[src/hdl/dcache_pkg.sv]
package dcache_pkg;

  localparam int NUM_WAYS = 4;    // 4-way set associative
  localparam int NUM_SETS = 256;  // one word per line
  localparam int INDEX_W  = 8;    // addr[9:2]
  localparam int TAG_W    = 10;   // addr[19:10]
  localparam int AGE_W    = 2;    // lru age per way
  localparam int ADDR_W   = 20;   // 1 MB byte space
  localparam int DATA_W   = 32;
  localparam int STRB_W   = 4;    // one strobe per byte lane

  localparam int OFFSET_W = 2;                   // byte offset in word
  localparam int TAG_LSB  = OFFSET_W + INDEX_W;  // first tag bit of addr

  // tag entry layout, {valid, age, tag}
  localparam int TE_TAG_LSB = 0;
  localparam int TE_AGE_LSB = TAG_W;          // bits 11:10
  localparam int TE_VALID   = TAG_W + AGE_W;  // bit 12
  localparam int TE_W       = TE_VALID + 1;   // 13 bits

  typedef logic [ADDR_W-1:0]           addr_t;
  typedef logic [INDEX_W-1:0]          index_t;
  typedef logic [TAG_W-1:0]            tag_t;
  typedef logic [AGE_W-1:0]            age_t;
  typedef logic [DATA_W-1:0]           word_t;
  typedef logic [STRB_W-1:0]           strb_t;
  typedef logic [$clog2(NUM_WAYS)-1:0] way_t;
  typedef logic [TE_W-1:0]             tag_entry_t;

  localparam age_t AGE_MRU = '0;  // just used
  localparam age_t AGE_LRU = '1;  // next victim, also age of invalid way

  typedef enum logic [2:0] {
    SWEEP,         // clearing valid bits after reset
    IDLE,          // waiting for cpu setup cycle
    LOOKUP,        // tags and data of the set available
    FILL_SETUP,    // memory read setup
    FILL_ACCESS,   // memory read access, wait states
    FILL_WRITE,    // refill word into victim way
    STORE_SETUP,   // write-through setup
    STORE_ACCESS   // write-through access, wait states
  } ctrl_state_t;

endpackage

[src/hdl/dcache_array_if.sv]
`timescale 1ns/1ns

interface dcache_array_if;

  dcache_pkg::index_t rd_index;                                  // set to read, result next cycle
  dcache_pkg::index_t wr_index;                                  // set to write
  logic [dcache_pkg::NUM_WAYS-1:0] tag_we;                       // whole entry per way
  dcache_pkg::tag_entry_t [dcache_pkg::NUM_WAYS-1:0] tag_wdata;
  logic [dcache_pkg::NUM_WAYS-1:0] data_we;                      // at most one way
  dcache_pkg::strb_t byte_en;                                    // lanes of wdata to store
  dcache_pkg::word_t wdata;
  dcache_pkg::tag_entry_t [dcache_pkg::NUM_WAYS-1:0] rd_tags;    // registered read
  dcache_pkg::word_t [dcache_pkg::NUM_WAYS-1:0] rd_data;         // registered read

  modport ctrl (
    output rd_index,
    output wr_index,
    output tag_we,
    output tag_wdata,
    output data_we,
    output byte_en,
    output wdata,
    input  rd_data
  );

  modport store (
    input  rd_index,
    input  wr_index,
    input  tag_we,
    input  tag_wdata,
    input  data_we,
    input  byte_en,
    input  wdata,
    output rd_tags,
    output rd_data
  );

  modport match (
    input  rd_tags
  );

endinterface

[src/hdl/dcache_ctrl.sv]
`timescale 1ns/1ns

module dcache_ctrl (
  input  logic                                       CLK,
  input  logic                                       resetn,
  input  logic                                       s_psel,
  input  logic                                       s_penable,
  input  logic                                       s_pwrite,
  input  dcache_pkg::addr_t                          s_paddr,
  input  dcache_pkg::word_t                          s_pwdata,
  input  dcache_pkg::strb_t                          s_pstrb,
  output dcache_pkg::word_t                          s_prdata,
  output logic                                       s_pready,
  output logic                                       m_psel,
  output logic                                       m_penable,
  output logic                                       m_pwrite,
  output dcache_pkg::addr_t                          m_paddr,
  output dcache_pkg::word_t                          m_pwdata,
  output dcache_pkg::strb_t                          m_pstrb,
  input  dcache_pkg::word_t                          m_prdata,
  input  logic                                       m_pready,
  dcache_array_if.ctrl                               arr,
  input  logic                                       hit,
  input  dcache_pkg::way_t                           hit_way,
  input  dcache_pkg::way_t                           victim_way,
  input  dcache_pkg::tag_entry_t [dcache_pkg::NUM_WAYS-1:0] new_tags,
  output dcache_pkg::tag_t                           req_tag,
  output logic                                       fill_sel
);

  dcache_pkg::ctrl_state_t state, next_state;
  dcache_pkg::index_t      sweep_cnt;   // set being cleared
  dcache_pkg::addr_t       req_addr;    // registered cpu request
  logic                    req_write;
  dcache_pkg::word_t       req_wdata;
  dcache_pkg::strb_t       req_strb;
  dcache_pkg::word_t       fill_data;   // word fetched from memory
  dcache_pkg::index_t      req_index;
  logic                    accept;      // cpu setup cycle seen

  assign req_index = req_addr[dcache_pkg::TAG_LSB-1:dcache_pkg::OFFSET_W];
  assign req_tag   = req_addr[dcache_pkg::ADDR_W-1:dcache_pkg::TAG_LSB];
  assign accept    = (state == dcache_pkg::IDLE) && s_psel && !s_penable;
  assign fill_sel  = (state == dcache_pkg::FILL_WRITE);

  always_ff @(posedge CLK) begin
    if (!resetn) begin
      state     <= dcache_pkg::SWEEP;
      sweep_cnt <= '0;
    end else begin
      state <= next_state;
      if (state == dcache_pkg::SWEEP) begin
        sweep_cnt <= sweep_cnt + 1'b1;  // one set per cycle
      end
    end
  end

  always_ff @(posedge CLK) begin
    if (accept) begin
      req_addr  <= s_paddr;
      req_write <= s_pwrite;
      req_wdata <= s_pwdata;
      req_strb  <= s_pstrb;
    end
    if ((state == dcache_pkg::FILL_ACCESS) && m_pready) begin
      fill_data <= m_prdata;
    end
  end

  always_comb begin
    next_state = state;
    case (state)
      dcache_pkg::SWEEP:        if (sweep_cnt == '1) next_state = dcache_pkg::IDLE;  // last set
      dcache_pkg::IDLE:         if (accept) next_state = dcache_pkg::LOOKUP;
      dcache_pkg::LOOKUP: begin
        if (req_write) begin
          next_state = dcache_pkg::STORE_SETUP;  // write-through, hit or miss
        end else if (hit) begin
          next_state = dcache_pkg::IDLE;
        end else begin
          next_state = dcache_pkg::FILL_SETUP;
        end
      end
      dcache_pkg::FILL_SETUP:   next_state = dcache_pkg::FILL_ACCESS;
      dcache_pkg::FILL_ACCESS:  if (m_pready) next_state = dcache_pkg::FILL_WRITE;
      dcache_pkg::FILL_WRITE:   next_state = dcache_pkg::IDLE;
      dcache_pkg::STORE_SETUP:  next_state = dcache_pkg::STORE_ACCESS;
      dcache_pkg::STORE_ACCESS: if (m_pready) next_state = dcache_pkg::IDLE;
      default:                  next_state = dcache_pkg::SWEEP;
    endcase
  end

  // apb master phases
  always_comb begin
    m_psel    = 1'b0;
    m_penable = 1'b0;
    m_pwrite  = 1'b0;
    case (state)
      dcache_pkg::FILL_SETUP:  m_psel = 1'b1;
      dcache_pkg::FILL_ACCESS: begin
        m_psel    = 1'b1;
        m_penable = 1'b1;
      end
      dcache_pkg::STORE_SETUP: begin
        m_psel   = 1'b1;
        m_pwrite = 1'b1;
      end
      dcache_pkg::STORE_ACCESS: begin
        m_psel    = 1'b1;
        m_penable = 1'b1;
        m_pwrite  = 1'b1;
      end
      default: m_psel = 1'b0;
    endcase
  end

  assign m_paddr  = {req_addr[dcache_pkg::ADDR_W-1:dcache_pkg::OFFSET_W],
                     {dcache_pkg::OFFSET_W{1'b0}}};                       // word aligned
  assign m_pwdata = req_wdata;
  assign m_pstrb  = req_write ? req_strb : '0;                            // no strobes on reads

  // apb slave completion
  always_comb begin
    case (state)
      dcache_pkg::LOOKUP:       s_pready = hit && !req_write;  // read hit
      dcache_pkg::FILL_WRITE:   s_pready = 1'b1;
      dcache_pkg::STORE_ACCESS: s_pready = m_pready;           // ends with memory write
      default:                  s_pready = 1'b0;
    endcase
  end

  assign s_prdata = fill_sel ? fill_data : arr.rd_data[hit_way];

  // array ports
  always_comb begin
    arr.rd_index  = (state == dcache_pkg::IDLE) ?
                    s_paddr[dcache_pkg::TAG_LSB-1:dcache_pkg::OFFSET_W] : req_index;
    arr.wr_index  = (state == dcache_pkg::SWEEP) ? sweep_cnt : req_index;
    arr.tag_we    = '0;
    arr.tag_wdata = new_tags;
    arr.data_we   = '0;
    arr.byte_en   = req_strb;
    arr.wdata     = req_wdata;
    case (state)
      dcache_pkg::SWEEP: begin
        arr.tag_we    = '1;
        arr.tag_wdata = '0;  // valid cleared in all ways
      end
      dcache_pkg::LOOKUP: begin
        if (hit) begin
          arr.tag_we = '1;  // ages of whole set
          arr.data_we[hit_way] = req_write;
        end
      end
      dcache_pkg::FILL_WRITE: begin
        arr.tag_we              = '1;
        arr.data_we[victim_way] = 1'b1;
        arr.byte_en             = '1;  // full word refill
        arr.wdata               = fill_data;
      end
      default: arr.tag_we = '0;
    endcase
  end

  assert property (@(posedge CLK) (state == dcache_pkg::SWEEP) |-> !m_psel)
    else $error("memory bus selected during invalidate sweep");

  // completion only while the cpu holds an access phase
  assert property (@(posedge CLK) disable iff (!resetn) s_pready |-> (s_psel && s_penable))
    else $error("s_pready outside cpu access phase");

endmodule

[src/flat_wrapper.sv]
// flat-port wrapper written by rule: the top's interface ports become plain ports
module dcache_ctrl_flat 
  (CLK, resetn, s_psel, s_penable, s_pwrite, s_paddr, s_pwdata, s_pstrb, s_prdata, s_pready, m_psel, m_penable, m_pwrite, m_paddr, m_pwdata, m_pstrb, m_prdata, m_pready, hit, hit_way, victim_way, new_tags, req_tag, fill_sel, arr_rd_index, arr_wr_index, arr_tag_we, arr_tag_wdata, arr_data_we, arr_byte_en, arr_wdata, arr_rd_data);
  dcache_array_if arr_i ();
  input  logic CLK;
  input  logic resetn;
  input  logic s_psel;
  input  logic s_penable;
  input  logic s_pwrite;
  input  dcache_pkg::addr_t s_paddr;
  input  dcache_pkg::word_t s_pwdata;
  input  dcache_pkg::strb_t s_pstrb;
  output dcache_pkg::word_t s_prdata;
  output logic s_pready;
  output logic m_psel;
  output logic m_penable;
  output logic m_pwrite;
  output dcache_pkg::addr_t m_paddr;
  output dcache_pkg::word_t m_pwdata;
  output dcache_pkg::strb_t m_pstrb;
  input  dcache_pkg::word_t m_prdata;
  input  logic m_pready;
  input  logic hit;
  input  dcache_pkg::way_t hit_way;
  input  dcache_pkg::way_t victim_way;
  input  dcache_pkg::tag_entry_t [dcache_pkg::NUM_WAYS-1:0] new_tags;
  output dcache_pkg::tag_t req_tag;
  output logic fill_sel;
  output wire logic [$bits(arr_i.rd_index)-1:0] arr_rd_index;
  output wire logic [$bits(arr_i.wr_index)-1:0] arr_wr_index;
  output wire logic [$bits(arr_i.tag_we)-1:0] arr_tag_we;
  output wire logic [$bits(arr_i.tag_wdata)-1:0] arr_tag_wdata;
  output wire logic [$bits(arr_i.data_we)-1:0] arr_data_we;
  output wire logic [$bits(arr_i.byte_en)-1:0] arr_byte_en;
  output wire logic [$bits(arr_i.wdata)-1:0] arr_wdata;
  input wire logic [$bits(arr_i.rd_data)-1:0] arr_rd_data;
  assign arr_rd_index = arr_i.rd_index;
  assign arr_wr_index = arr_i.wr_index;
  assign arr_tag_we = arr_i.tag_we;
  assign arr_tag_wdata = arr_i.tag_wdata;
  assign arr_data_we = arr_i.data_we;
  assign arr_byte_en = arr_i.byte_en;
  assign arr_wdata = arr_i.wdata;
  assign arr_i.rd_data = arr_rd_data;
  dcache_ctrl u_core (.CLK(CLK), .resetn(resetn), .s_psel(s_psel), .s_penable(s_penable), .s_pwrite(s_pwrite), .s_paddr(s_paddr), .s_pwdata(s_pwdata), .s_pstrb(s_pstrb), .s_prdata(s_prdata), .s_pready(s_pready), .m_psel(m_psel), .m_penable(m_penable), .m_pwrite(m_pwrite), .m_paddr(m_paddr), .m_pwdata(m_pwdata), .m_pstrb(m_pstrb), .m_prdata(m_prdata), .m_pready(m_pready), .arr(arr_i), .hit(hit), .hit_way(hit_way), .victim_way(victim_way), .new_tags(new_tags), .req_tag(req_tag), .fill_sel(fill_sel));
endmodule
[config.mk]
export PLATFORM = sky130hd
export DESIGN_NAME = dcache_ctrl_flat
export DESIGN_NICKNAME = d
export VERILOG_FILES = /design/src/hdl/dcache_pkg.sv /design/src/hdl/dcache_array_if.sv /design/src/hdl/dcache_ctrl.sv /design/src/flat_wrapper.sv
export SDC_FILE = /design/constraint.sdc
export NUM_CORES = 1
export LEC_CHECK = 0
export BUFFER_PORTS_ARGS = -buffer_cell sky130_fd_sc_hd__buf_2
export CAP_MARGIN = 20
export CORE_AREA = 2 2 190 192
export DETAILED_ROUTE_END_ITERATION = 8
export DIE_AREA = 0 0 192 194
export PLACE_DENSITY_LB_ADDON = 0.3
export RECOVER_POWER = 50
export SLEW_MARGIN = 20
export SYNTH_ARGS = -nofsm -noshare
export SYNTH_HDL_FRONTEND = slang
export SYNTH_SLANG_ARGS = --single-unit
[constraint.sdc]
create_clock -name CLK -period 9.1 [get_ports CLK]
set_input_delay 1.82 -clock CLK [delete_from_list [all_inputs] [get_ports CLK]]
set_output_delay 1.82 -clock CLK [all_outputs]
set_load 0.02 [all_outputs]
* Yosys cells after proc, flatten, opt, wreduce, memory -nomap -nowiden
Index checks and enable logic that the tools add are counted.
Operators by class: add/sub/neg operators 1, order comparisons 4, eq/ne operators 12, muxes and demuxes 28, bitwise operators 1, reductions and logical operators 14
Operators by type and width (count):
- $mux W32 | 3
- $bmux W32 S2 | 1
- $mux W52 | 1
- $pmux W3 S8 | 1
- $mux W4 | 4
- $mux W8 | 2
- $pmux W4 S2 | 2
- $mux W3 | 5
- $eq A3 B3 Y1 const B | 4
- $add A8 B1 Y8 const B | 1
- $eq A8 B8 Y1 const B | 1
- $eq A3 B2 Y1 const B | 2
- $logic_and A1 B1 Y1 | 6
- $lt A2 B3 Y1 const B | 2
- $reduce_or A2 Y1 | 3
- $mux W1 | 5
- $and A4 B4 Y4 | 1
- $demux W1 S2 | 2
- $ge A2 B1 Y1 const B | 2
- $ne A2 B1 Y1 const B | 2
- $ne A2 B2 Y1 const B | 2
- $reduce_and A4 Y1 | 1
- $reduce_or A4 Y1 | 1
- $eq A3 B1 Y1 const B | 1
- 4 further kinds | 5
Storage, ports and cells: flip-flop bits (word level) 100, input port bits 279, logic and storage cells 67

* Logic depth before layout (Yosys ltp)
depth after elaboration 7, mapped depth 7

* Least setup slack after synthesis
Ideal clock, no wire load.
path kind input port to flip-flop, from in m_pready, to reg u_core.fill_data[0] (enable), arrival time 4.936 ns, data required time 8.598 ns, slack 3.662 ns, stages on the path 2, path buffers 0, cells stage by stage inv_1 > nor4_1
On the way: word-level cells in the longest chain between the ends 1
Ends and longest elaborated chain:
- start, declared | line flat_wrapper.sv:22 | input logic m_pready;
- $logic_and A1 B1 Y1 | line dcache_ctrl.sv:65 | if ((state == dcache_pkg::FILL_ACCESS) && m_pready) begin
- end signal, assigned | line dcache_ctrl.sv:66 | fill_data <= m_prdata;
- end, declared | line dcache_ctrl.sv:37 | dcache_pkg::word_t fill_data;
Every way passes these cells. A chain may end at the register's enable or synchronous reset.

* Final worst setup path
from reg u_core.state[0], to out arr_wdata[25]
On the way: word-level cells in the longest chain between the ends 2
Ends and longest elaborated chain:
- start, declared | line dcache_ctrl.sv:31 | dcache_pkg::ctrl_state_t state, next_state;
- start signal, assigned | line dcache_ctrl.sv:48 | state <= dcache_pkg::SWEEP;
- start signal, assigned | line dcache_ctrl.sv:51 | state <= next_state;
- $eq A3 B3 Y1 | line dcache_ctrl.sv:144 | case (state)
- $mux W32 | line dcache_ctrl.sv:144
- end, declared | line flat_wrapper.sv:35 | output wire logic [$bits(arr_i.wdata)-1:0] arr_wdata;
Every way passes these cells.

==> impl_metrics.yaml <==
finish:
  nets: 1251
  stdcell_count: 1439
  drive_above_1_share_pct: 49.5
  fillCellCount: 3920
  multi_input_comb_area_sq_um: 2320
  final_core_util_pct: 24.1
  syn_to_final_growth_pct: 56.3
  seqCellArea_sq_um: 2830
pwr:
  switchingPower_uw: 273
  p_per_area_nw_per_um2: 128
  pwr-share-comb_pct: 14.3
  fin_total_pwr_uw: 1090
  switching_share_pct: 25.0
  power_frac_clock_pct: 40.7
  internal-power_uw: 819
  seqPwrFrac_pct: 45.0
  leakagePower_uw: 0.00406
  peakVddDrop_uv: 76.1
clocking:
  clk_pin_slew_worst_paths_ns: 0.08
  cts_hold_buffers: 0
  cts_buffers: 9
  cts_tree: "yes"
  clockRootBuffer: "clkbuf_16"
  htree_levels: 3
  cts_sinks: 98
  insertion_delay_ns: 0.37
  ctsLongestPathBuffers: 2
  post-cts-setup-buffers: 0
  cts_resized: 0
timing:
  slew_headroom_pct: -132
  max_slew.worst_pin.slew_ns: 3.48
  fin_worst_skew_ns: 0.00786
  fin_crit_ns: 5.40
  period_share_pct: 59.4
  drv_slew: 56
  layout_setup_ws_ns: 3.70
  setup_tns_ns: 0
  max_clock_freq_mhz: 185
  hold_violations: 0
  rsz0062_at_grt: "no"
  setup_violations: 0
synthesis:
  ys_top_cells_by_area: "edfxtp_1 (48%), nand2_1 (14%), mux4_2 (13%)"
  synth.top_cells.by_count: "nand2_1 (196), edfxtp_1 (87), and2_1 (58), mux4_2 (32), buf_4 (17)"
  synth_warnings: 0
  ys_types: 40
  yosysTopAreaCell: "edfxtp_1"
  ys_seq_area_share_pct: 52.1
  ys_ff_latch: 98
  synthesis.area_sq_um: 5440
  synth.most_common_cell: "nand2_1"
  yosysTopAreaCellShare_pct: 48.1
  syn_inst: 509
  ys.flop_type: "edfxtp_1"
  syn_area_per_cell_sq_um: 10.7
  synth_edf_count: 87
  async_flop_share_pct: 0
floorplanning:
  dieArea_sq_um: 37200
  die_h_microns: 194
  design.core.area_sq_um: 35200
  start_util_pct: 15.4
  io_pins: 494
  die_x_microns: 192
  rows: 69
drt:
  drt-initial-drc-count: 192
  routed_wirelength_microns: 24100
  ant_nets: 0
  routedWlPerCell_microns: 16.7
  drtPass1Iterations: 4
  vias_per_cell: 3.89
  remaining_drc_errors: 0
  num_vias: 5604
placed_design:
  io_buffer_count: 489
  post-place-ws_ns: 3.69
  dp_hpwl_microns: 19300
  gp_congestion: 0.789
  dp.cells: 1421
flow_run:
  cap_violations: 1
worst_hold_path:
  hold_class: "flop to flop"
worst_setup_path:
  critPathLaunchType: "flop"
  arrival_ns: 3.58
  crit_fanout: 58
  path_class: "flop to output pin"
  worstPathRequired_ns: 7.28
  crit_path_end_kind: "output pin"
outcome:
  violations: "max-capacitance violations, max-slew violations"
  status: "complete, but fails checks"
global_routing:
  antenna_found_initial: 5
  grt_pass1_wl_microns: 32300
  gr-total-overflow: 0
  grt_use_total_pct: 12.1
  grt_max_degree: 65
  grt_pass1_vias: 5484
[final timing paths]
| check | startpoint | endpoint | slack [ns] | depth (start not counted) |
|---|---|---|---|---|
| setup / recovery | u_core.state[0] | arr_wdata[25] | 3.70 | 6 |
| hold / removal | u_core.sweep_cnt[1] | u_core.sweep_cnt[1] | 0.53 | 2 |
| setup reg to reg | u_core.state[0] | u_core.m_pwdata[13] | 4.90 | 5 |
| hold reg to reg | u_core.sweep_cnt[1] | u_core.sweep_cnt[1] | 0.53 | 2 |
[cell type report]
cell class	count	share of cell area [%]
diodes	2	0.0589
flip-flops and latches	98	33.3
multi-input cells	359	27.3
clock buffers	9	2.65
repair buffers	496	28.3
inverters	7	0.309
well taps	461	6.79
clock inverters	7	1.30
[through the flow]
stage,area (sq um),hold slack [ns]
2_1_floorplan,5440,0.479
3_3_place_gp,8270,0.511
3_5_place_dp,8270,0.518
4_1_cts,8600,0.529
5_1_grt,8500,0.559
6_report,8500,0.531
[power groups by stage]
stage / logic [uW] / clock network [uW] / registers, uW
2_1_floorplan: 71.9 / 0 / 501
3_3_place_gp: 156 / 0 / 501
3_5_place_dp: 159 / 0 / 501
4_1_cts: 159 / 469 / 491
5_1_grt: 170 / 487 / 491
6_report: 156 / 444 / 491
[layout by cell type (no fill, tap or decap), drive strengths merged, types with 2 or more instances in the layout]
cell type,Yosys,layout
a21oi,4,4
nand4,3,3
inv,5,8
clkinv,2,4
nor3,2,2
xor2,3,3
o21ai,9,9
diode,0,2
bufinv,0,2
nand2,196,196
nor4,2,2
and2,58,58
mux2,8,8
buf,32,425
nor2,10,10
edfxtp,87,87
mux4,32,32
clkbuf,14,80
conb,1,2
xnor2,5,5
and3,2,2
dfxtp,11,11
nand2b,6,6
nand3,4,4
[registers in the layout, indices dropped and copies added (netlist names)]
signal and count:
u_core.fill_data 32, u_core.m_pwdata 32, u_core.req_addr 18, u_core.req_strb 4, u_core.req_write 1, u_core.state 3, u_core.sweep_cnt 8
[worst max-delay path, stage by stage (launching register included)]
cell and delay, ns:
dfxtp_1 0.61, nand3b_1 0.66, buf_4 0.55, inv_2 0.69
nand2_1 0.31, nand2_1 0.13, buf_2 0.18
[cells by family (layout without fill, tap and decap cells)]
| kind of cell | count (synthesis) | in the layout | share of synthesized area, % |
|---|---|---|---|
| simple gates | 288 | 288 | 24.0 |
| flops | 98 | 98 | 52.1 |
| buf+inv | 53 | 519 | 5.20 |
| mux | 40 | 40 | 14.9 |
| compound gates | 20 | 20 | 2.21 |
| xor+xnor | 8 | 8 | 1.29 |
| fa+ha+maj | 1 | 1 | 0.230 |
| other cells | 1 | 4 | 0.0690 |
[metal layers]
| layer | routed length [microns] | part of all wire, % | track usage, % | up-vias |
|---|---|---|---|---|
| met2 | 12400 | 51 | 22.6 | 320 |
| met3 | 2360 | 9.8 | 4.16 | 25 |
| met1 | 8830 | 37 | 12.4 | 2599 |
| li1 | - | - | - | 2654 |
| met5 | 46 | 0.19 | 0 | - |
| met4 | 467 | 1.9 | 4.07 | 6 |
(Power assumes the default switching activity.)
